`src/hw/lc3b_config.svh`:
```
`ifndef LC3B_CONFIG_SVH
`define LC3B_CONFIG_SVH

// Data and address width of the LC-3b datapath
`define LC3B_WORD_W 16

// TRAP vector table entries are words, so trapvect8 is scaled by two
`define LC3B_TRAP_SHIFT 1

// Longest memory wait the checkers tolerate
`define LC3B_MAX_WAIT 16

`endif

```
`src/hw/lc3b_pkg.sv`:
```
`default_nettype none

`include "lc3b_config.svh"

package lc3b_pkg;

	typedef logic [`LC3B_WORD_W-1:0] lc3b_word;
	typedef logic [2:0] lc3b_reg;     // Register file index
	typedef logic [1:0] lc3b_mask;    // Bit 0 is the low byte lane

	// Operation carried down the back end
	typedef enum logic [2:0] {
		OP_ALU,   // No memory access
		OP_LDW,
		OP_LDB,
		OP_STW,
		OP_STB,
		OP_LDI,   // Pointer read, then word read
		OP_STI,   // Pointer read, then word write
		OP_TRAP   // Vector table read
	} mem_op_t;

	// EX/MEM slot contents
	typedef struct packed {
		mem_op_t  op;
		lc3b_word alu_out;    // Address or ALU result
		lc3b_word srcb;       // Store data
		lc3b_word pc;
		lc3b_reg  dest;
		logic [7:0] trapvect8;
	} ex_mem_t;

	// MEM/WB slot contents
	typedef struct packed {
		mem_op_t  op;
		lc3b_word result;     // Load data, ALU value or trap target
		lc3b_reg  dest;
		lc3b_word pc;
	} mem_wb_t;

endpackage : lc3b_pkg

`default_nettype wire

```
`src/hw/pipe_reg.sv`:
```
`timescale 1ns/1ps
`default_nettype none

module pipe_reg #(
	parameter type payload_t = logic
) (
	input  logic     clk,
	input  logic     rst_n,
	input  logic     load,
	input  logic     bubble,
	input  logic     in_valid,
	input  payload_t in_data,
	output logic     out_valid,
	output payload_t out_data
);

	always_ff @(posedge clk or negedge rst_n) begin
		if (!rst_n) begin
			out_valid <= 1'b0;
		end else if (load) begin
			out_valid <= in_valid && !bubble;   // Bubble kills the slot
		end
	end

	// Payload only, the valid bit qualifies it
	always_ff @(posedge clk) begin
		if (load) begin
			out_data <= in_data;
		end
	end

	a_payload_known: assert property (@(posedge clk) disable iff (!rst_n)
		out_valid |-> !$isunknown(out_data))
		else $error("pipe_reg: payload unknown while slot is valid");

endmodule : pipe_reg

`default_nettype wire

```
`src/hw/indirect_ctrl.sv`:
```
`timescale 1ns/1ps
`default_nettype none

`include "lc3b_config.svh"

module indirect_ctrl (
	input  logic clk,
	input  logic rst_n,
	input  logic active,     // Memory op in the slot
	input  logic indirect,   // LDI or STI
	input  logic mem_resp,
	output logic ptr_phase,
	output logic load_ptr,
	output logic seq_done
);

	logic step;

	// Any response to an indirect op flips the phase
	assign step = active && indirect && mem_resp;

	always_ff @(posedge clk or negedge rst_n) begin
		if (!rst_n) begin
			ptr_phase <= 1'b0;
		end else if (step) begin
			ptr_phase <= !ptr_phase;
		end
	end

	assign load_ptr = step && !ptr_phase;   // First response carries the pointer

	// Direct ops finish on their only response, indirect ones on the second
	assign seq_done = active && mem_resp && (!indirect || ptr_phase);

	// Second access must be answered within the wait bound
	a_ptr_wait: assert property (@(posedge clk) disable iff (!rst_n)
		$rose(ptr_phase) |-> ##[0:`LC3B_MAX_WAIT] mem_resp)
		else $error("indirect_ctrl: no response in pointer phase");

endmodule : indirect_ctrl

`default_nettype wire

```
`src/hw/mem_stage.sv`:
```
`timescale 1ns/1ps
`default_nettype none

`include "lc3b_config.svh"

module mem_stage (
	input  logic               clk,
	input  logic               rst_n,
	input  logic               valid,
	input  lc3b_pkg::mem_op_t  op,
	input  lc3b_pkg::lc3b_word alu_out,
	input  lc3b_pkg::lc3b_word srcb,
	input  lc3b_pkg::lc3b_word pc,
	input  logic [7:0]         trapvect8,
	input  lc3b_pkg::lc3b_word mem_rdata,
	input  logic               mem_resp,
	output logic               mem_read,
	output logic               mem_write,
	output lc3b_pkg::lc3b_word mem_addr,
	output lc3b_pkg::lc3b_word mem_wdata,
	output lc3b_pkg::lc3b_mask mem_wmask,
	output lc3b_pkg::lc3b_word result,
	output logic               done
);
	import lc3b_pkg::*;

	lc3b_word ptr_q;        // Pointer fetched by LDI/STI
	lc3b_word trap_addr;
	lc3b_word byte_data;
	logic     is_mem;
	logic     is_indirect;
	logic     ptr_phase;
	logic     load_ptr;
	logic     seq_done;

	assign is_mem      = valid && (op != OP_ALU);
	assign is_indirect = (op == OP_LDI) || (op == OP_STI);

	indirect_ctrl indirect_ctrl_i (
		.clk,
		.rst_n,
		.active   (is_mem),
		.indirect (is_indirect),
		.mem_resp,
		.ptr_phase,
		.load_ptr,
		.seq_done
	);

	always_ff @(posedge clk) begin
		if (load_ptr) begin
			ptr_q <= mem_rdata;
		end
	end

	assign trap_addr = lc3b_word'({8'h00, trapvect8}) << `LC3B_TRAP_SHIFT;

	always_comb begin
		if (op == OP_TRAP) begin
			mem_addr = trap_addr;
		end else if (ptr_phase) begin
			mem_addr = ptr_q;   // Second access goes through the pointer
		end else begin
			mem_addr = alu_out;
		end
	end

	// Strobes stay up until the response
	always_comb begin
		mem_read  = 1'b0;
		mem_write = 1'b0;
		if (valid) begin
			case (op)
				OP_LDW, OP_LDB, OP_LDI, OP_TRAP: mem_read = 1'b1;
				OP_STW, OP_STB: mem_write = 1'b1;
				OP_STI: begin
					mem_read  = !ptr_phase;
					mem_write = ptr_phase;
				end
				default: begin
					mem_read  = 1'b0;
					mem_write = 1'b0;
				end
			endcase
		end
	end

	// Byte store drives both lanes under a one-lane mask
	assign mem_wdata = (op == OP_STB) ? {srcb[7:0], srcb[7:0]} : srcb;
	assign mem_wmask = (op != OP_STB) ? lc3b_mask'(2'b11) :
	                   (mem_addr[0] ? lc3b_mask'(2'b10) : lc3b_mask'(2'b01));

	assign byte_data = mem_addr[0] ? {8'h00, mem_rdata[15:8]} : {8'h00, mem_rdata[7:0]};

	always_comb begin
		case (op)
			OP_LDW, OP_LDI, OP_TRAP: result = mem_rdata;
			OP_LDB: result = byte_data;   // Zero-extended lane
			default: result = alu_out;    // ALU value or store address
		endcase
	end

	assign done = valid && ((op == OP_ALU) || seq_done);

	// A pending access keeps its direction and address until memory answers
	a_rw_held: assert property (@(posedge clk) disable iff (!rst_n)
		(mem_read || mem_write) && !mem_resp |=>
			!(mem_read && mem_write) && $stable(mem_read) && $stable(mem_write) &&
			$stable(mem_addr))
		else $error("mem_stage: strobe changed before the response at pc %h", pc);

endmodule : mem_stage

`default_nettype wire

```
`src/hw/wb_stage.sv`:
```
`timescale 1ns/1ps
`default_nettype none

`include "lc3b_config.svh"

module wb_stage (
	input  logic               clk,
	input  logic               rst_n,
	input  logic               valid,
	input  lc3b_pkg::mem_op_t  op,
	input  lc3b_pkg::lc3b_word result,
	input  lc3b_pkg::lc3b_reg  dest,
	input  lc3b_pkg::lc3b_word pc,
	output logic               wb_valid,
	output logic               wb_we,
	output lc3b_pkg::lc3b_reg  wb_dest,
	output lc3b_pkg::lc3b_word wb_data,
	output logic               wb_cc_we,
	output logic [2:0]         wb_cc,
	output logic               pc_redirect,
	output lc3b_pkg::lc3b_word pc_target
);
	import lc3b_pkg::*;

	logic       writes_result;
	logic       is_trap;
	logic [2:0] cc_next;

	assign is_trap = (op == OP_TRAP);
	assign writes_result = (op == OP_ALU) || (op == OP_LDW) || (op == OP_LDB) ||
	                       (op == OP_LDI);

	// n z p from the value written
	assign cc_next = {result[`LC3B_WORD_W-1],
	                  result == '0,
	                  !result[`LC3B_WORD_W-1] && (result != '0)};

	always_ff @(posedge clk or negedge rst_n) begin
		if (!rst_n) begin
			wb_valid    <= 1'b0;
			wb_we       <= 1'b0;
			wb_cc_we    <= 1'b0;
			pc_redirect <= 1'b0;
		end else begin
			wb_valid    <= valid;   // Stores retire too
			wb_we       <= valid && (writes_result || is_trap);
			wb_cc_we    <= valid && writes_result;
			pc_redirect <= valid && is_trap;
		end
	end

	always_ff @(posedge clk) begin
		if (valid) begin
			wb_dest   <= is_trap ? lc3b_reg'(3'd7) : dest;   // R7 gets the return PC
			wb_data   <= is_trap ? pc : result;
			pc_target <= result;
			if (writes_result) begin
				wb_cc <= cc_next;
			end
		end
	end

endmodule : wb_stage

`default_nettype wire

```
`src/hw/mem_backend.sv`:
```
`timescale 1ns/1ps
`default_nettype none

module mem_backend (
	input  logic               clk,
	input  logic               rst_n,
	input  logic               ex_valid,
	input  lc3b_pkg::mem_op_t  ex_op,
	input  lc3b_pkg::lc3b_word ex_alu_out,
	input  lc3b_pkg::lc3b_word ex_srcb,
	input  lc3b_pkg::lc3b_word ex_pc,
	input  lc3b_pkg::lc3b_reg  ex_dest,
	input  logic [7:0]         ex_trapvect8,
	output logic               stall,
	output logic               mem_read,
	output logic               mem_write,
	output lc3b_pkg::lc3b_word mem_addr,
	output lc3b_pkg::lc3b_word mem_wdata,
	output lc3b_pkg::lc3b_mask mem_wmask,
	input  lc3b_pkg::lc3b_word mem_rdata,
	input  logic               mem_resp,
	output logic               wb_valid,
	output logic               wb_we,
	output lc3b_pkg::lc3b_reg  wb_dest,
	output lc3b_pkg::lc3b_word wb_data,
	output logic               wb_cc_we,
	output logic [2:0]         wb_cc,
	output logic               pc_redirect,
	output lc3b_pkg::lc3b_word pc_target
);
	import lc3b_pkg::*;

	ex_mem_t  ex_in;
	ex_mem_t  ex_q;
	logic     ex_q_valid;
	mem_wb_t  wb_in;
	mem_wb_t  wb_q;
	logic     wb_q_valid;
	lc3b_word mem_result;
	logic     mem_done;

	assign ex_in = '{op: ex_op, alu_out: ex_alu_out, srcb: ex_srcb, pc: ex_pc,
	                 dest: ex_dest, trapvect8: ex_trapvect8};

	assign stall = ex_q_valid && !mem_done;   // Memory op still waiting

	pipe_reg #(.payload_t(ex_mem_t)) ex_mem_i (
		.clk,
		.rst_n,
		.load      (!stall),
		.bubble    (1'b0),
		.in_valid  (ex_valid),
		.in_data   (ex_in),
		.out_valid (ex_q_valid),
		.out_data  (ex_q)
	);

	mem_stage mem_stage_i (
		.clk,
		.rst_n,
		.valid     (ex_q_valid),
		.op        (ex_q.op),
		.alu_out   (ex_q.alu_out),
		.srcb      (ex_q.srcb),
		.pc        (ex_q.pc),
		.trapvect8 (ex_q.trapvect8),
		.mem_rdata,
		.mem_resp,
		.mem_read,
		.mem_write,
		.mem_addr,
		.mem_wdata,
		.mem_wmask,
		.result    (mem_result),
		.done      (mem_done)
	);

	assign wb_in = '{op: ex_q.op, result: mem_result, dest: ex_q.dest, pc: ex_q.pc};

	// Loads every cycle, unfinished slot becomes a bubble
	pipe_reg #(.payload_t(mem_wb_t)) mem_wb_i (
		.clk,
		.rst_n,
		.load      (1'b1),
		.bubble    (stall),
		.in_valid  (ex_q_valid),
		.in_data   (wb_in),
		.out_valid (wb_q_valid),
		.out_data  (wb_q)
	);

	wb_stage wb_stage_i (
		.clk,
		.rst_n,
		.valid       (wb_q_valid),
		.op          (wb_q.op),
		.result      (wb_q.result),
		.dest        (wb_q.dest),
		.pc          (wb_q.pc),
		.wb_valid,
		.wb_we,
		.wb_dest,
		.wb_data,
		.wb_cc_we,
		.wb_cc,
		.pc_redirect,
		.pc_target
	);

endmodule : mem_backend

`default_nettype wire

```
`config.mk`:
```
export PLATFORM = sky130hd
export DESIGN_NAME = mem_backend
export DESIGN_NICKNAME = d
export VERILOG_FILES = /design/src/hw/lc3b_pkg.sv /design/src/hw/pipe_reg.sv /design/src/hw/indirect_ctrl.sv /design/src/hw/mem_stage.sv /design/src/hw/wb_stage.sv /design/src/hw/mem_backend.sv
export VERILOG_INCLUDE_DIRS = /design/src /design/src/hw
export SDC_FILE = /design/constraint.sdc
export NUM_CORES = 1
export LEC_CHECK = 0
export BUFFER_PORTS_ARGS = -buffer_cell sky130_fd_sc_hd__clkbuf_2
export CAP_MARGIN = 15
export CORE_ASPECT_RATIO = 1.25
export CORE_MARGIN = 2
export CORE_UTILIZATION = 38
export DETAILED_ROUTE_END_ITERATION = 6
export SYNTH_ARGS = -nofsm -noshare
export SYNTH_HDL_FRONTEND = slang
export SYNTH_SLANG_ARGS = --single-unit
```
`constraint.sdc`:
```
create_clock -name clk -period 7.91 [get_ports clk]
set_input_delay 1.1865 -clock clk [delete_from_list [all_inputs] [get_ports clk]]
set_output_delay 1.1865 -clock clk [all_outputs]
set_load 0.02 [all_outputs]
```
Yosys cells after proc, flatten, opt, wreduce, memory -nomap -nowiden
Index checks and enable logic that the tools add are counted.
- equality and inequality tests: 12
- mux-type cells: 12
- reductions and logical operators: 34
- operator list (kind ; count):
    $mux 16 ; 4
    $pmux 16 s2 ; 1
    $eq 3x3->1 const B ; 6
    $logic_not 16->1 ; 1
    $reduce_bool 16->1 ; 1
    $logic_and 1x1->1 ; 13
    $eq 3x2->1 const B ; 3
    $mux 8 ; 1
    $logic_or 1x1->1 ; 7
    $eq 3x1->1 const B ; 2
    $logic_not 3->1 ; 2
    $logic_not 1->1 ; 5
    $mux 2 ; 2
    $pmux 1 s2 ; 2
    $reduce_or 4->1 ; 1
    $ne 3x3->1 const B ; 1
    $reduce_bool 3->1 ; 1
    $reduce_or 3->1 ; 1
    $mux 1 ; 2
    $reduce_and 2->1 ; 1
    $reduce_or 2->1 ; 1
- register bits after elaboration: 161
- bits of input ports: 82
- output and inout bits: 79
- word-level logic and storage cells: 80

Longest topological paths before layout
- word-level depth: 11
- mapped depth: 8
- depth with buffers taken out: 5

By module
From an unflattened synthesis, not the netlist that was laid out.
- cell total of the unflattened synthesis: 381
- area total of the unflattened synthesis: 6456.2 sq um
- modules (own cells, without submodules) (module ; times used ; cells an instance ; area an instance (sq um) ; sequential area each (sq um)):
    pipe_reg at ex_mem_i ; 1 ; 66 ; 1903.1 ; 1886.8
    mem_stage ; 1 ; 187 ; 1691.6 ; 480.5
    wb_stage ; 1 ; 75 ; 1599.0 ; 1241.2
    pipe_reg at mem_wb_i ; 1 ; 42 ; 1182.4 ; 1166.1
    indirect_ctrl ; 1 ; 7 ; 60.1 ; 25.0
    mem_backend ; 1 ; 4 ; 20.0 ; 0.0

Least setup slack after synthesis
No wires, ideal clock.
- kind: in2reg
- start: in mem_resp
- end: reg ex_mem_i.out_data[0] in the netlist's numbering, enable pin
- library setup time: 0.421 ns
- arrival time: 2.848 ns
- data required time: 7.489 ns
- setup slack: 4.641 ns
- cell stages on the path: 4
- path buffers: 0
- cell sequence: inv_1 -> a211oi_1 -> a21oi_1 -> nand2_1
- word-level cells in the longest chain between the ends: 6
- RTL lines (element ; line ; source):
    start, declared ; mem_backend.sv:21 ; input logic mem_resp,
    $logic_and 1x1->1 (2 in series) ; indirect_ctrl.sv:33 ; assign seq_done = active && mem_resp && (!indirect || ptr_phase);
    $logic_or 1x1->1 ; mem_stage.sv:103 ; assign done = valid && ((op == OP_ALU) || seq_done);
    $logic_and 1x1->1 ; mem_stage.sv:103 ;
    $logic_not 1->1 ; mem_backend.sv:45 ; assign stall = ex_q_valid && !mem_done;
    $logic_and 1x1->1 ; mem_backend.sv:45 ;
    end signal, assigned ; pipe_reg.sv:28 ; out_data <= in_data;
    end, declared ; pipe_reg.sv:14 ; output payload_t out_data
No other way between the ends.
A chain may end at the register's enable or synchronous reset.

Final worst setup path
- start: reg ex_mem_i.out_data[59] in the netlist's numbering
- end: out mem_addr[0]
- word-level cells in the longest chain between the ends: 2
- RTL lines (element ; line ; source):
    $eq 3x3->1 ; mem_stage.sv:59 ; if (op == OP_TRAP) begin
    $mux 16 ; mem_stage.sv:59 ;
    end, declared ; mem_backend.sv:17 ; output lc3b_pkg::lc3b_word mem_addr,
No other way between the ends.

==> flow_summary.toml <==
[global_route]
met3_usage = 0.05230
grt_antenna_before_repair = 0
grt_util_met2 = 0.2558
top_usage_layer = "met2"
grt_use_total = 0.1534
grt_remaining_overflow = 0
grt_pass1_vias = 3661
grt_max_degree = 64
grt_use_met1 = 0.1836
grt_pass1_wl_um = 19170

[detailed_routing]
drcViolationCount = 0
wl_um = 12220
drt_iter0_drc = 183
viasPerCell = 4.678
post_drt_wl_per_cell_um = 15.96
vias = 3583
postRouteAntennaNets = 0
dr.pass1.iters = 4

[worst_hold_path]
hold_end = "mem_wb_i.out_data[14]"
holdPathStages = 0
min-delay-start = "ex_mem_i.out_data[25]"
hold_path.class = "register to register"

[sta]
fin_tns_setup_ns = 0
period_share = 0.4457
max-slew-margin-rel = 0.2916
timing.hold.ws_ns = 0.3403
worstMarginPinSlew_ns = 1.060
fin_crit_ns = 3.526
maxSlewViolCount = 0
fmax_mhz = 283.6
setup-violations-final = 0
rsz0062_at_grt = "no"
skew_ns = 0.005824
hold_violations = 0

[worst_setup_path]
cpPeakStageDelay_ns = 0.44
worst_path_max_delay_cell = "and3_4"
crit_family = "simple AND/OR/NAND/NOR gates"
regToRegEndpoint = "ex_mem_i.out_data[48]"
start_kind = "register"
timing.rr.start = "ex_mem_i.out_data[59]"
r2r_cells = 5
worstPathRequired_ns = 6.72
r2r_slack_ns = 5.57
path_cells = "buf_4 > and3_4 > or2_1 > clkinv_8 > clkbuf_2"
critPathMaxFanout = 63
critPathArrivalTime_ns = 2.34
cp_num_buf_inv = 3
criticalPathCategory = "register to output port"
endpoint_kind = "output port"

[clock_tree]
cts_resized = 0
cts_htree_levels = 4
clk_pin_slew_ns = 0.06
clock-root-buffer = "clkbuf_16"
cts.sinks = 161
numCtsBuffers = 17
post-cts-setup-buffers = 0
insertion_delay_ns = 0.41
cts_buffer_depth = 2
cts_hold_buffers = 0
tritoncts = "built"

[pwr]
combPwrFrac = 0.219
peakVddDrop_mv = 0.1331
p_leak_nw = 3.012
clockPowerShare = 0.312
p_seq_frac = 0.469
power_density_mw_per_mm2 = 335.0
swShare = 0.3006
finalPower_mw = 2.494
p_sw_mw = 0.7496
p_int_mw = 1.744

[synth]
netlist_area_mm2 = 0.005946
ys_seq_area_frac = 0.7433
synth_edf_count = 116
netlist_top_cells_count = "edfxtp_1 (116), dfxtp_1 (38), nand2_1 (36), mux2_2 (31), o21ai_0 (18)"
syn-instance-count = 387
async_flop_share = 0.04348
syn_avg_cell_area_um2 = 15.36
ys_dominant_reg_cell = "edfxtp_1"
synth_area_leaders = "edfxtp_1 (59%), dfxtp_1 (13%), mux2_2 (5.9%)"
synth_top_area_cell = "edfxtp_1"
yosysUniqueCellTypes = 37
syn_nets = 469
synth.most_common_cell = "edfxtp_1"
yosys.area.top_type_share = 0.5859
synth_seq_cells = 161
yosysWarningCount = 0

[floorplanning]
fp.dieArea_mm2 = 0.01667
core-area_mm2 = 0.01544
rows = 51
io_pins = 161
die_y_um = 143.9
die_x_um = 115.9
initial_core_util = 0.3850

[status]
status = "finished clean"

[layout]
syn2layout_area_growth_pct = 25.19
antennaDiodeCount = 0
drive_gt1_frac = 0.4170
fin_nets = 623

[placed_design]
gp_congestion = 0.7257
post-dp-hpwl_um = 8587
port_buffers = 160

[run]
drv_cap = 0
==> stage by stage <==
stage | cells | setup WS, ns | instance area, um^2 | util
after detailed placement | 734 | 4.586 | 6879 | 0.4455
after floorplan | 387 | 4.641 | 5946 | -
after CTS | 766 | 4.341 | 7443 | 0.4820
after global routing | 766 | 4.172 | 7443 | 0.4820
final | 766 | 4.384 | 7443 | 0.4820
after global placement | 734 | 4.659 | 6879 | 0.4455
==> power by group through the flow <==
stage               sequential, mW  clock [mW]  combinational, mW
global route                  1.19       0.836              0.595
detailed placement            1.19           0              0.552
global placement              1.19           0              0.542
finish                        1.17       0.778              0.545
CTS                           1.17       0.797              0.554
floorplan                     1.24           0              0.317
==> kinds of logic after synthesis <==
logic type / synth area share
XOR/XNOR: 0.001473
multiplexers: 0.08754
AO/OA/AOI/OAI: 0.03683
AND/OR/NAND/NOR: 0.09617
flip-flops: 0.7433
buffers and inverters: 0.03472
==> worst max-delay path by stage <==
stage / slack, ns / endpoint / start / cells after the start
after floorplan: 4.64 / ex_mem_i.out_data[0] / mem_resp / 4
after global placement: 4.66 / stall / mem_resp / 6
after detailed placement: 4.59 / stall / mem_resp / 6
after CTS: 4.34 / mem_addr[0] / ex_mem_i.out_data[59] / 5
after global routing: 4.17 / mem_addr[0] / ex_mem_i.out_data[59] / 5
final: 4.38 / mem_addr[0] / ex_mem_i.out_data[59] / 5
==> cell usage in the layout, fill, tap and decap left out, types with 2 or more instances in the layout <==
cell / count
clkbuf_2: 160
edfxtp_1: 116
dfxtp_1: 38
nand2_1: 35
mux2_2: 31
o21ai_0: 18
clkbuf_16: 17
mux2i_1: 16
nand4b_1: 16
nand2b_1: 14
nand3_1: 10
a21oi_1: 10
nor2_1: 10
a31oi_1: 8
dfrtp_1: 7
buf_4: 5
nor4_1: 4
clkinvlp_4: 4
inv_6: 4
nor2b_1: 3
inv_1: 2
a211oi_1: 2
and2_1: 2
clkbuf_1: 2
clkbuf_8: 2
==> registers in the layout, indices dropped and copies added (netlist names), 3 cells and up <==
| register | flops |
|---|---|
| mem_wb_i.out_data | 38 |
| wb_stage_i.wb_cc | 3 |
| ex_mem_i.out_data | 62 |
| wb_stage_i.wb_data | 16 |
| mem_stage_i.ptr_q | 16 |
| wb_stage_i.pc_target | 16 |
| wb_stage_i.wb_dest | 3 |
==> layer usage <==
layer  up-vias  share of wire  wire length [um]
met4         0          0.015               181
li1       1726              -                 -
met1      1713           0.41              5011
met2       129           0.51              6220
met3        15          0.066               809
met5         -              0                 0
==> area by class of cell <==
class / instances / area [um^2]
Sequential cell: 161 / 4419
Tap cell: 212 / 265.3
Inverter: 3 / 23.77
Multi-Input combinational cell: 193 / 1333
Clock buffer: 21 / 460.4
Clock inverter: 11 / 103.9
Timing Repair Buffer: 165 / 838.3
Fill cell: 1400 / 7999
Power figures use the tool's default switching activity.
